<file path="config.mk">
export PLATFORM = sky130hd
export DESIGN_NAME = uart_mmio
export DESIGN_NICKNAME = d
export VERILOG_FILES = /design/src/hw/mmio_pkg.sv /design/src/hw/uart_pkg.sv /design/src/hw/byte_fifo.sv /design/src/hw/baud_timer.sv /design/src/hw/uart_tx.sv /design/src/hw/uart_rx.sv /design/src/hw/mmio_regs.sv /design/src/hw/uart_mmio.sv
export SDC_FILE = /design/constraint.sdc
export NUM_CORES = 1
export LEC_CHECK = 0
export ABC_AREA = 1
export BUFFER_PORTS_ARGS = -buffer_cell sky130_fd_sc_hd__buf_2
export CAP_MARGIN = 20
export CORE_ASPECT_RATIO = 2
export CORE_MARGIN = 2
export CORE_UTILIZATION = 42
export CTS_BUF_LIST = sky130_fd_sc_hd__clkbuf_4 sky130_fd_sc_hd__clkbuf_8
export CTS_CLUSTER_SIZE = 10
export DETAILED_ROUTE_END_ITERATION = 16
export PLACE_DENSITY_LB_ADDON = 0.25
export SETUP_SLACK_MARGIN = 0.5
export SYNTH_ARGS = -nofsm -noshare
export SYNTH_HDL_FRONTEND = slang
export SYNTH_SLANG_ARGS = --single-unit
</file>
<file path="constraint.sdc">
create_clock -name clk -period 3.3 [get_ports clk]
set_input_delay 0.33 -clock clk [delete_from_list [all_inputs] [get_ports clk]]
set_output_delay 0.33 -clock clk [all_outputs]
set_load 0.03 [all_outputs]
</file>
<file path="src/hw/mmio_pkg.sv">
package mmio_pkg;

    localparam int ADDR_W = 32;    // Host address width
    localparam int DATA_W = 32;    // Host data width

    // I/O map as seen by a program
    localparam logic [ADDR_W-1:0] UART_CTRL_ADDR = 32'h8000_0000;  // Status word
    localparam logic [ADDR_W-1:0] UART_RX_ADDR = 32'h8000_0004;    // Received byte
    localparam logic [ADDR_W-1:0] UART_TX_ADDR = 32'h8000_0008;    // Byte to send
    localparam logic [ADDR_W-1:0] CYCLE_ADDR = 32'h8000_0010;      // Cycle counter
    localparam logic [ADDR_W-1:0] CYCLE_RST_ADDR = 32'h8000_0018;  // Write clears counter

    localparam int STAT_TX_READY_BIT = 0;  // Transmit FIFO not full
    localparam int STAT_RX_VALID_BIT = 1;  // Receive FIFO not empty

endpackage

</file>
<file path="src/hw/uart_pkg.sv">
package uart_pkg;

    localparam int BYTE_W = 8;       // One character
    localparam int DATA_BITS = 8;    // Data bits per frame
    localparam int FRAME_BITS = DATA_BITS + 2;   // Start, data, stop

    // Line levels
    localparam logic IDLE_LEVEL = 1'b1;            // Also the stop bit
    localparam logic START_LEVEL = ~IDLE_LEVEL;

endpackage

</file>
<file path="src/hw/byte_fifo.sv">
`timescale 1ns/1ps

module byte_fifo
    import uart_pkg::*;
#(
    parameter int FIFO_DEPTH = 32
) (
    input  logic              clk,
    input  logic              reset,
    input  logic              push,
    input  logic [BYTE_W-1:0] din,
    input  logic              pop,
    output logic [BYTE_W-1:0] dout,
    output logic              full,
    output logic              empty
);
    localparam int PTR_W = $clog2(FIFO_DEPTH);
    localparam int CNT_W = PTR_W + 1;

    logic [BYTE_W-1:0] mem [FIFO_DEPTH];
    logic [PTR_W-1:0] rd_ptr;
    logic [PTR_W-1:0] wr_ptr;
    logic [CNT_W-1:0] count;
    logic [CNT_W-1:0] count_next;
    logic do_push;

    assign do_push = push && !full;   // Dropped when full
    assign dout = mem[rd_ptr];        // Head of queue
    assign count_next = count + CNT_W'(do_push) - CNT_W'(pop);

    always_ff @(posedge clk) begin
        if (do_push) begin
            mem[wr_ptr] <= din;
        end
    end

    always_ff @(posedge clk) begin
        if (reset) begin
            rd_ptr <= '0;
            wr_ptr <= '0;
            count <= '0;
            full <= 1'b0;
            empty <= 1'b1;
        end else begin
            if (do_push) begin
                wr_ptr <= wr_ptr + PTR_W'(1);  // Wraps since depth is a power of two
            end
            if (pop) begin
                rd_ptr <= rd_ptr + PTR_W'(1);
            end
            count <= count_next;
            full <= (count_next == CNT_W'(FIFO_DEPTH));
            empty <= (count_next == '0);
        end
    end

    // Both consumers are expected to check empty before popping
    pop_when_empty: assert property (@(posedge clk) disable iff (reset) pop |-> !empty)
        else $error("byte_fifo: pop while empty");

endmodule

</file>
<file path="src/hw/baud_timer.sv">
`timescale 1ns/1ps

module baud_timer #(
    parameter int CLOCK_FREQ = 50_000_000,
    parameter int BAUD_RATE = 115_200
) (
    input  logic clk,
    input  logic reset,
    input  logic start,
    output logic mid_tick,
    output logic bit_tick
);
    localparam int PERIOD = CLOCK_FREQ / BAUD_RATE;   // Cycles per bit
    localparam int CNT_W = $clog2(PERIOD);
    localparam logic [CNT_W-1:0] LAST = CNT_W'(PERIOD - 1);
    localparam logic [CNT_W-1:0] MID = CNT_W'(PERIOD / 2 - 1);

    logic [CNT_W-1:0] count;

    always_ff @(posedge clk) begin
        if (reset || start) begin
            count <= '0;                 // Period begins on this edge
        end else if (count == LAST) begin
            count <= '0;
        end else begin
            count <= count + CNT_W'(1);
        end
    end

    assign mid_tick = (count == MID);    // Middle of the bit
    assign bit_tick = (count == LAST);   // Last cycle of the bit

endmodule

</file>
<file path="src/hw/uart_tx.sv">
`timescale 1ns/1ps

module uart_tx
    import uart_pkg::*;
#(
    parameter int CLOCK_FREQ = 50_000_000,
    parameter int BAUD_RATE = 115_200
) (
    input  logic              clk,
    input  logic              reset,
    input  logic              valid,
    input  logic [BYTE_W-1:0] data,
    output logic              take,
    output logic              serial_out
);
    localparam int CNT_W = $clog2(FRAME_BITS);

    logic sending;
    logic start_frame;
    logic bit_tick;
    logic [FRAME_BITS-1:0] shift_reg;
    logic [CNT_W-1:0] bit_cnt;

    assign start_frame = valid && !sending;
    assign serial_out = shift_reg[0];   // LSB goes out first

    baud_timer #(
        .CLOCK_FREQ(CLOCK_FREQ),
        .BAUD_RATE(BAUD_RATE)
    ) baud_timer (
        .clk(clk),
        .reset(reset),
        .start(start_frame),   // Aligns bit periods to the start bit
        .mid_tick(),
        .bit_tick(bit_tick)    // Advance to next bit
    );

    always_ff @(posedge clk) begin
        if (reset) begin
            sending <= 1'b0;
            take <= 1'b0;
            bit_cnt <= '0;
            shift_reg <= {FRAME_BITS{IDLE_LEVEL}};
        end else begin
            take <= start_frame;   // Pops the head byte just latched
            if (start_frame) begin
                sending <= 1'b1;
                bit_cnt <= '0;
                shift_reg <= {IDLE_LEVEL, data, START_LEVEL};
            end else if (sending && bit_tick) begin
                shift_reg <= {IDLE_LEVEL, shift_reg[FRAME_BITS-1:1]};
                bit_cnt <= bit_cnt + CNT_W'(1);
                if (bit_cnt == CNT_W'(FRAME_BITS - 1)) begin
                    sending <= 1'b0;   // Stop bit fully sent
                end
            end
        end
    end

    // Shifting in idle level must leave the line high after every frame
    idle_line_high: assert property (@(posedge clk) disable iff (reset)
        !sending |-> serial_out == IDLE_LEVEL)
        else $error("uart_tx: line not idle while machine is idle");

endmodule

</file>
<file path="src/hw/uart_rx.sv">
`timescale 1ns/1ps

module uart_rx
    import uart_pkg::*;
#(
    parameter int CLOCK_FREQ = 50_000_000,
    parameter int BAUD_RATE = 115_200
) (
    input  logic              clk,
    input  logic              reset,
    input  logic              serial_in,
    output logic              byte_valid,
    output logic [BYTE_W-1:0] byte_data
);
    localparam int CNT_W = $clog2(DATA_BITS);

    localparam logic [1:0] S_IDLE = 2'd0;
    localparam logic [1:0] S_START = 2'd1;
    localparam logic [1:0] S_DATA = 2'd2;
    localparam logic [1:0] S_STOP = 2'd3;

    logic [2:0] rx_sync;
    logic rx_bit;
    logic rx_prev;
    logic start_edge;
    logic mid_tick;
    logic [1:0] state;
    logic [CNT_W-1:0] bit_cnt;
    logic [BYTE_W-1:0] shift_reg;

    // Two flops against metastability and a third for edge detection
    always_ff @(posedge clk) begin
        if (reset) begin
            rx_sync <= {3{IDLE_LEVEL}};
        end else begin
            rx_sync <= {rx_sync[1:0], serial_in};
        end
    end

    assign rx_bit = rx_sync[1];
    assign rx_prev = rx_sync[2];
    assign start_edge = (state == S_IDLE) && (rx_prev == IDLE_LEVEL)
                        && (rx_bit == START_LEVEL);
    assign byte_data = shift_reg;

    baud_timer #(
        .CLOCK_FREQ(CLOCK_FREQ),
        .BAUD_RATE(BAUD_RATE)
    ) baud_timer (
        .clk(clk),
        .reset(reset),
        .start(start_edge),   // Lock to the falling edge
        .mid_tick(mid_tick),  // Sample point
        .bit_tick()
    );

    always_ff @(posedge clk) begin
        if (reset) begin
            state <= S_IDLE;
            bit_cnt <= '0;
            byte_valid <= 1'b0;
        end else begin
            byte_valid <= 1'b0;
            case (state)
                S_IDLE: begin
                    if (start_edge) begin
                        state <= S_START;
                    end
                end
                S_START: begin
                    if (mid_tick) begin
                        bit_cnt <= '0;
                        // A high line at mid-bit was only a glitch
                        state <= (rx_bit == START_LEVEL) ? S_DATA : S_IDLE;
                    end
                end
                S_DATA: begin
                    if (mid_tick) begin
                        bit_cnt <= bit_cnt + CNT_W'(1);
                        if (bit_cnt == CNT_W'(DATA_BITS - 1)) begin
                            state <= S_STOP;
                        end
                    end
                end
                default: begin
                    if (mid_tick) begin
                        byte_valid <= (rx_bit == IDLE_LEVEL);   // Framing check
                        state <= S_IDLE;
                    end
                end
            endcase
        end
    end

    always_ff @(posedge clk) begin
        if (state == S_DATA && mid_tick) begin
            shift_reg <= {rx_bit, shift_reg[BYTE_W-1:1]};   // LSB arrives first
        end
    end

endmodule

</file>
<file path="src/hw/mmio_regs.sv">
`timescale 1ns/1ps

module mmio_regs
    import mmio_pkg::*;
    import uart_pkg::*;
(
    input  logic              clk,
    input  logic              reset,
    input  logic [ADDR_W-1:0] bus_addr,
    input  logic [DATA_W-1:0] bus_wdata,
    input  logic              bus_we,
    input  logic              bus_re,
    output logic [DATA_W-1:0] bus_rdata,
    output logic              tx_push,
    output logic [BYTE_W-1:0] tx_data,
    input  logic              tx_full,
    output logic              rx_pop,
    input  logic [BYTE_W-1:0] rx_data,
    input  logic              rx_empty
);
    logic [DATA_W-1:0] cycle_count;
    logic [DATA_W-1:0] status_word;
    logic cycle_clear;

    assign tx_push = bus_we && (bus_addr == UART_TX_ADDR);   // FIFO drops it when full
    assign tx_data = bus_wdata[BYTE_W-1:0];
    assign rx_pop = bus_re && (bus_addr == UART_RX_ADDR) && !rx_empty;
    assign cycle_clear = bus_we && (bus_addr == CYCLE_RST_ADDR);   // Data is ignored

    always_comb begin
        status_word = '0;
        status_word[STAT_TX_READY_BIT] = !tx_full;
        status_word[STAT_RX_VALID_BIT] = !rx_empty;
    end

    always_ff @(posedge clk) begin
        if (reset || cycle_clear) begin
            cycle_count <= '0;
        end else begin
            cycle_count <= cycle_count + DATA_W'(1);
        end
    end

    // Read data appears the cycle after bus_re and holds until the next read
    always_ff @(posedge clk) begin
        if (bus_re) begin
            case (bus_addr)
                UART_CTRL_ADDR: bus_rdata <= status_word;
                UART_RX_ADDR: bus_rdata <= DATA_W'(rx_data);   // Stale head if empty
                CYCLE_ADDR: bus_rdata <= cycle_count;
                default: bus_rdata <= '0;
            endcase
        end
    end

    // The host issues at most one access per cycle
    one_access: assert property (@(posedge clk) disable iff (reset) !(bus_we && bus_re))
        else $error("mmio_regs: read and write in the same cycle");

endmodule

</file>
<file path="src/hw/uart_mmio.sv">
`timescale 1ns/1ps

module uart_mmio
    import mmio_pkg::*;
    import uart_pkg::*;
#(
    parameter int CLOCK_FREQ = 50_000_000,
    parameter int BAUD_RATE = 115_200,
    parameter int FIFO_DEPTH = 32
) (
    input  logic              clk,
    input  logic              reset,
    input  logic [ADDR_W-1:0] bus_addr,
    input  logic [DATA_W-1:0] bus_wdata,
    input  logic              bus_we,
    input  logic              bus_re,
    output logic [DATA_W-1:0] bus_rdata,
    input  logic              serial_in,
    output logic              serial_out
);
    // Transmit side
    logic tx_push;
    logic [BYTE_W-1:0] tx_data;
    logic tx_full;
    logic tx_empty;
    logic tx_valid;
    logic tx_take;
    logic [BYTE_W-1:0] tx_head;

    // Receive side
    logic rx_byte_valid;
    logic [BYTE_W-1:0] rx_byte;
    logic rx_pop;
    logic rx_empty;
    logic [BYTE_W-1:0] rx_head;

    assign tx_valid = !tx_empty;

    byte_fifo #(
        .FIFO_DEPTH(FIFO_DEPTH)
    ) tx_fifo (
        .clk(clk),
        .reset(reset),
        .push(tx_push),   // From mmio_regs
        .din(tx_data),    // From mmio_regs
        .pop(tx_take),    // From uart_tx
        .dout(tx_head),   // To uart_tx
        .full(tx_full),   // To mmio_regs
        .empty(tx_empty)
    );

    uart_tx #(
        .CLOCK_FREQ(CLOCK_FREQ),
        .BAUD_RATE(BAUD_RATE)
    ) uart_tx (
        .clk(clk),
        .reset(reset),
        .valid(tx_valid),
        .data(tx_head),
        .take(tx_take),
        .serial_out(serial_out)
    );

    uart_rx #(
        .CLOCK_FREQ(CLOCK_FREQ),
        .BAUD_RATE(BAUD_RATE)
    ) uart_rx (
        .clk(clk),
        .reset(reset),
        .serial_in(serial_in),
        .byte_valid(rx_byte_valid),   // To rx_fifo
        .byte_data(rx_byte)           // To rx_fifo
    );

    byte_fifo #(
        .FIFO_DEPTH(FIFO_DEPTH)
    ) rx_fifo (
        .clk(clk),
        .reset(reset),
        .push(rx_byte_valid),   // Lost when full
        .din(rx_byte),
        .pop(rx_pop),           // From mmio_regs
        .dout(rx_head),         // To mmio_regs
        .full(),
        .empty(rx_empty)        // To mmio_regs
    );

    mmio_regs mmio_regs (
        .clk(clk),
        .reset(reset),
        .bus_addr(bus_addr),
        .bus_wdata(bus_wdata),
        .bus_we(bus_we),
        .bus_re(bus_re),
        .bus_rdata(bus_rdata),
        .tx_push(tx_push),
        .tx_data(tx_data),
        .tx_full(tx_full),
        .rx_pop(rx_pop),
        .rx_data(rx_head),
        .rx_empty(rx_empty)
    );

endmodule

</file>
==> metrics, run 1 <==
first-pass GRT wire length=101000 um; DRC viols=0; Tightest Pin Transition=0.960 ns; initial antenna violation count=1; Worst path slowest cell=dlygate4sd3_1; mean number of vias per cell=between 5 and 6; row count=135; Clock Tree Buf Depth=3; Final Max Tran Viols=0; area of the core=a little under 70000 um^2; total grt overflow=0; crit share post-route=0.764; H-tree depth=3; worst-path fanout max=5; power share of the sequential group=0.527; dpl hpwl=between 40000 and 50000 um; max cap viols=0; fmax=about 400 MHz; Max-Slew Margin vs Limit=0.359; DR WL/cell=approximately 17 um; I/O pins=between 100 and 150; worst vdd ir=between 0.3 and 0.4 mV; largest net degree at the start of global routing=129; Top cell by count, worst path=o21ai_0; multiplexer share of the synthesized area=0; Synth Area in Compound Gates=0.0538; Sw Share=0.244; vias=between 15000 and 20000; Static Leak=approximately 11 nW; Layout area overhead=11.9%; simple-gate share of the synthesized area=0.195; Worst Path Buf+Inv=3; Seq/Total Area, Yosys=0.666; clock sinks=672; layout cells sized above 1=0.108; syn nets=2783; antenna-violating nets left=0; Syn Std Cell Area=28500 um^2; CP required=roughly 4.0 ns; Hold Crit Start=bus_addr[3]; XOR/XNOR share of the synthesized area=0.00953; CTS tree=built; routed wire length=around 64000 um; setup bufs post-CTS=0; largest family of logic cells by synthesized area=simple AND/OR/NAND/NOR gates; R2R setup slack=around 0.84 ns; Setup Total Neg Slack=0 ns; Netlist cell types=40; Skew-Pair Late Insertion Delay=around 0.74 ns; CP arrival=between 3 and 4 ns; number of global-route vias before repair=between 15000 and 20000; Comb pwr share=0.088; CTS clk-pin slew, worst paths=~0.070 ns; Startpoint Class=input pin; fin cells=3741; die height=about 370 um; GR Util All Layers=0.186; Post-Syn Area per Cell=approximately 11 um^2; Crit Path Category=in2reg; Power per Cell Area=around 550 nW/um^2; Synth async-reset ratio=0; status=finished, final reports clean; WHS Endpoint=tx_fifo.wr_ptr[4]$_SDFFE_PP0P_; final hold viol count=0; synthesis-stage register bit count=672; commonest cells after routing, fill and taps aside=nand2_1 (597), edfxtp_1 (552), nand3_1 (371), inv_1 (288), nor2_1 (199); worst hold slack=about 0.12 ns; CTS resizes=0; Die Area=about 70000 um^2; Worst path top cell family by delay=simple AND/OR/NAND/NOR gates; hold depth=7; # placed instances=between 3000 and 4000; Die Wd=between 150 and 200 um; Mapped Cells=between 2000 and 3000; leading cell type in the layout, fill and taps excluded=nand2_1; Tmin final=2.52 ns; NetSw=4.31 mW; Initial Util=0.423; nets=about 2900; Post-Synth Adder-Cell Area=0.0168; Initial DRT Pass Iterations=5; first-iteration detailed-routing DRC count=1634; CP Capture Type=flop; ys flop type=edfxtp_1; Worst R2R End=mmio_regs.bus_rdata[3]$_DFFE_PP_; Clock power frac=0.385; RSZ-0062 raised after global routing=no; Buffers on Ports=77; Hold/Removal Path Class=in2reg; Power Total=about 18 mW; Post-CTS Hold Fix Bufs=2; post-route cell area=around 32000 um^2; largest registers=rx_fifo.mem (256), tx_fifo.mem (256); P_int=~13 mW; Setup-failing EPs final=0; R2R depth=8; CTS Buf Count=between 90 and 100; CP peak stage delay=roughly 0.52 ns; Placer Congestion=0.894; CP cell instances=dlygate4sd3_1, buf_2, nand3_1, nor3_4, and2_4, ha_1, inv_1, fa_1, o21ai_0, a21oi_1, xor2_1, nand2_1, o21ai_0; Post-DP Area=a little under 30000 um^2; Syn. warnings=0; EDFF count, synth=~550; Final Skew=0.0481 ns; CTS Root Cell=clkbuf_8
==> synthesized netlist by cell type (8+ instances only) <==
cell type	number	area, um^2
xor2_1	23	201
a21oi_1	94	470
xnor2_1	8	70.1
edfxtp_1	552	16600
nand2_1	597	2240
buf_2	61	305
dfxtp_1	120	2400
o211ai_1	93	698
nor2_1	199	747
clkbuf_1	45	169
ha_1	35	438
nand4_1	33	206
nor3_1	31	155
inv_1	289	1080
o21ai_0	60	300
nand3_1	371	1860
==> worst min-delay path, cell delays in order <==
cell	delay [ns]
buf_2	0.12
nand3_1	0.08
nor2_1	0.04
nand2_1	0.04
nor2_1	0.05
nand4_1	0.07
a21oi_1	0.06
==> through the flow <==
stage	worst slack, ns	util
floorplan	0.670	-
global placement	0.343	0.442
finish	0.777	0.473
global route	0.605	0.473
CTS	0.771	0.472
detailed placement	0.274	0.442
==> cell families after synthesis <==
| kind of cell | Yosys count |
|---|---|
| AND/OR/NAND/NOR | 1270 |
| flip-flops | 672 |
| buffers and inverters | 412 |
| AO/OA/AOI/OAI | 255 |
| adder cells (fa/ha/maj) | 37 |
| XOR/XNOR | 31 |
==> routing by layer <==
layer | vias up | routed length [um] | track usage | part of all wire
met5 | - | 0 | 0 | 0
met4 | 0 | 1860 | 0.0737 | 0.029
met3 | 123 | 3290 | 0.0297 | 0.051
met2 | 500 | 31000 | 0.310 | 0.48
met1 | 9060 | 28200 | 0.244 | 0.44
li1 | 9343 | - | - | -
==> power by group through the flow <==
| stage | Sequential [mW] | Combinational [mW] | Clock (mW) |
|---|---|---|---|
| after floorplan | 9.49 | 1.05 | 0 |
| after global placement | 9.47 | 1.55 | 0 |
| after detailed placement | 9.47 | 1.56 | 0 |
| after CTS | 9.29 | 1.57 | 6.95 |
| after global routing | 9.29 | 1.76 | 7.33 |
| final | 9.29 | 1.56 | 6.78 |
==> final cells by class <==
class                      instances  area (um^2)
tap                              890         1110
antenna                            1         2.50
timing repair buffer             122          851
fill                            6190        35500
sequential                       672        19000
clock inverter                    47          379
multi-input combinational       1593         7830
inverter                         292         1100
clock buffer                     124         1590
==> worst max path at each step <==
stage / startpoint / end / slack (ns) / depth (start not counted)
after floorplan: bus_addr[7] / rx_fifo.empty$_SDFF_PP1_ / 0.67 / 17
after global placement: bus_addr[30] / rx_fifo.empty$_SDFF_PP1_ / 0.34 / 18
after detailed placement: bus_addr[28] / rx_fifo.empty$_SDFF_PP1_ / 0.27 / 18
after CTS: uart_rx.byte_valid$_SDFF_PP0_ / rx_fifo.mem[11][1]$_DFFE_PP_ / 0.77 / 6
after global routing: bus_we / tx_fifo.empty$_SDFF_PP1_ / 0.61 / 13
final: bus_we / tx_fifo.empty$_SDFF_PP1_ / 0.78 / 13
Note: power is estimated with default switching activity, not from simulation.
==> inputs of run 2 (changes only) <==
Settings changed: ABC_AREA 1 to 0.
Clock period 3.3 ns to 2.26 ns, I/O delays scaled along.
==> run 2 against run 1 <==
Compared with the run above:
- the flow now finishes with violations (setup timing)
- via count shrank 20%
- global-route usage grew 1.4 points
- power increased by 49%
- first-iteration DRC count shrank 39%
- core utilization rose by 5.9 points
- wire length about the same
- die area is 6.4% lower
- critical path type unchanged
- critical path depth grew 2
- sequential share of layout area fell by 2.6 points
- flip-flop and latch count stayed put
- clock power is 42% higher
- combinational power increased by 92%
==> metrics, run 2 <==
first-pass GRT wire length=between 90000 and 100000 um; violated checks=setup timing; synth top area cells=edfxtp_1 (62%), mux4_2 (10%), dfxtp_1 (9.0%), nor2_1 (2.5%), ha_1 (1.6%); met3 routed WL=approximately 2200 um; CP Capture Type=flop; Synth async-reset ratio=0; Startpoint Class=input pin; Initial Util=0.424; Post-Syn Area per Cell=between 15 and 20 um^2; EDFF count, synth=roughly 550; mean number of vias per cell=5.43; Seq/Total Area, Yosys=0.713; largest net degree at the start of global routing=47; Placer Congestion=around 0.86; Layout area overhead=25.5%; H-tree depth=3; final hold viol count=0; largest registers=rx_fifo.mem (256), tx_fifo.mem (256); CP required=between 2 and 3 ns; I/O pins=102; dpl hpwl=between 40000 and 50000 um; syn nets=1706; Mapped Cells=1600; area of the core=about 63000 um^2; CP arrival=3.07 ns; Final Max Tran Viols=0; Hold Crit Start=bus_wdata[0]; commonest cells after routing, fill and taps aside=edfxtp_1 (552), buf_4 (137), mux4_2 (123), nor2_1 (122), dfxtp_1 (101); Metal-1 WL=~21000 um; layout cells sized above 1=0.402; most numerous cell in the Yosys netlist=edfxtp_1; Syn Std Cell Area=between 20000 and 30000 um^2; Power per Cell Area=787 nW/um^2; DRC viols=0; Synth top cells by count=edfxtp_1 (552), nor2_1 (175), mux4_2 (123); leading cell type in the layout, fill and taps excluded=edfxtp_1; post-route setup slack=-0.193 ns; number of global-route vias before repair=approximately 16000; Filler cells=between 5000 and 6000; fin cells=about 2800; Initial DRT Pass Iterations=7; Hold/Removal Path Class=in2reg; WL met2=between 30000 and 40000 um; Top cell by count, worst path=ha_4; vias=about 15000; worst vdd ir=approximately 0.53 mV; Max-Slew Margin vs Limit=0.269; Die Wd=about 180 um; cell type with the largest total area after synthesis=edfxtp_1; Buffers on Ports=77; nets=2028; Tmin final=2.45 ns; Skew-Pair Late Insertion Delay=between 0.7 and 0.8 ns; R2R depth=10; synthesis-stage register bit count=around 670; Setup Total Neg Slack=-0.464 ns; total grt overflow=0; Clock Tree Buf Depth=3; status=finished, violations left; first-iteration detailed-routing DRC count=approximately 1000; clock sinks=672; worst r2r src=tx_fifo.full$_SDFF_PP0_; Crit. Startpoint=bus_addr[12]; RSZ-0062 raised after global routing=yes; Netlist cell types=a little over 60; ys flop type=edfxtp_1; Worst path slowest cell=or4_4; DR WL/cell=approximately 23 um; Syn. warnings=0; CP cell instances=buf_6, nor4_4, nand4_2, or4_4, nor2_4, ha_4, inv_4, ha_4, inv_2, fa_2, nor2b_2, o21ai_2, nor3b_4, or2_4, and4_1; die height=360 um; Setup-failing EPs final=4; GR Util All Layers=0.200; hold depth=1; fmax=~400 MHz; CTS Buf Count=90; Die Area=between 60000 and 70000 um^2; CTS Root Cell=clkbuf_8; Final Skew=roughly 0.058 ns; highest metal used=met4; Tightest Pin Transition=about 1.1 ns; routed wire length=64400 um; worst-path fanout max=2; # placed instances=2538; share of the synthesized area in the top cell type=0.623; antenna-violating nets left=0; initial antenna violation count=1; Static Leak=around 11 nW; pre-CTS setup slack=-0.999 ns; Crit Path Category=in2reg; row count=between 100 and 150; CTS tree=built; max cap viols=0; CP peak stage delay=between 0.5 and 0.6 ns; crit share post-route=1.09; CTS clk-pin slew, worst paths=~0.07 ns
## run 2: cell types whose count changed in the layout (fill, tap and decap cells not counted), moves of 36 or more
cell / before / now
a21oi_1: 94 / 13
buf_12: 6 / 42
buf_4: 34 / 137
inv_1: 288 / 41
mux4_2: 0 / 123
nand2_1: 597 / 52
nand3_1: 371 / 27
nor2_1: 199 / 122
nor2_4: 3 / 41
o211ai_1: 93 / 7
o21ai_0: 60 / 7
## run 2: what timing repair did
| action | in CTS | in global routing |
|---|---|---|
| hold buffers | 4 | 0 |
| buffers inserted | 62 | 11 |
| gates resized for setup | 156 | 81 |
| gates cloned | 5 | 1 |
| pin swaps | 89 | 70 |
| hold endpoints to repair | 39 | 0 |
| endpoints found under the setup margin | 441 | 372 |
## run 2: path summary, 6_finish.rpt
check / endpoint / slack (ns)
setup / recovery: rx_fifo.full$_SDFF_PP0_ / -0.19
hold / removal: tx_fifo.mem[20][0]$_DFFE_PP_ / 0.06
setup reg to reg: tx_fifo.full$_SDFF_PP0_ / -0.06
hold reg to reg: uart_rx.rx_sync[1]$_SDFF_PP1_ / 0.42
## run 2: where the power goes
group | internal, mW | switching (mW)
clock | 5.10 | 4.53
combinational | 1.56 | 1.43
sequential | 13.5 | 0.180
## run 2: kinds of logic after synthesis
kind of cell | count (synthesis) | share of synthesized area
buf+inv | 116 | 0.0173
flops | 672 | 0.713
fa+ha+maj | 37 | 0.0180
compound gates | 126 | 0.0323
mux | 157 | 0.118
xor+xnor | 57 | 0.0188
simple gates | 435 | 0.0828
## run 2: final cells by class
type | instances | area, um^2 | share of cell area
timing repair buffer | 299 | 2870 | 0.0860
tap | 792 | 991 | 0.0297
sequential | 672 | 19000 | 0.570
clock buffer | 131 | 1580 | 0.0473
inverter | 45 | 171 | 0.00513
clock inverter | 33 | 317 | 0.00948
multi-input combinational | 814 | 8430 | 0.253
antenna | 1 | 2.50 | 0.0000750
## run 2: routing by layer
layer  global-route usage  up-vias
met5                    0        -
met4                0.108        0
met3               0.0261      150
met2                0.398      376
met1                0.195     7729
li1                     -     6876
## run 2: worst max-delay path, delay by kind of cell
family,cells,cell delay [ns]
AND/OR/NAND/NOR,8,1.87
buffers and inverters,3,0.19
adder cells (fa/ha/maj),3,0.72
AO/OA/AOI/OAI,1,0.07
## run 2: per-stage QoR
stage | utilization | total power, mW | hold slack (ns) | area (um^2)
2_1_floorplan | - | 15.5 | 0.325 | 27100
3_3_place_gp | 0.468 | 16.3 | 0.399 | 29400
3_5_place_dp | 0.468 | 16.4 | 0.403 | 29400
4_1_cts | 0.524 | 26.3 | 0.0130 | 32900
5_1_grt | 0.532 | 27.3 | 0.0809 | 33400
6_report | 0.532 | 26.3 | 0.0567 | 33400
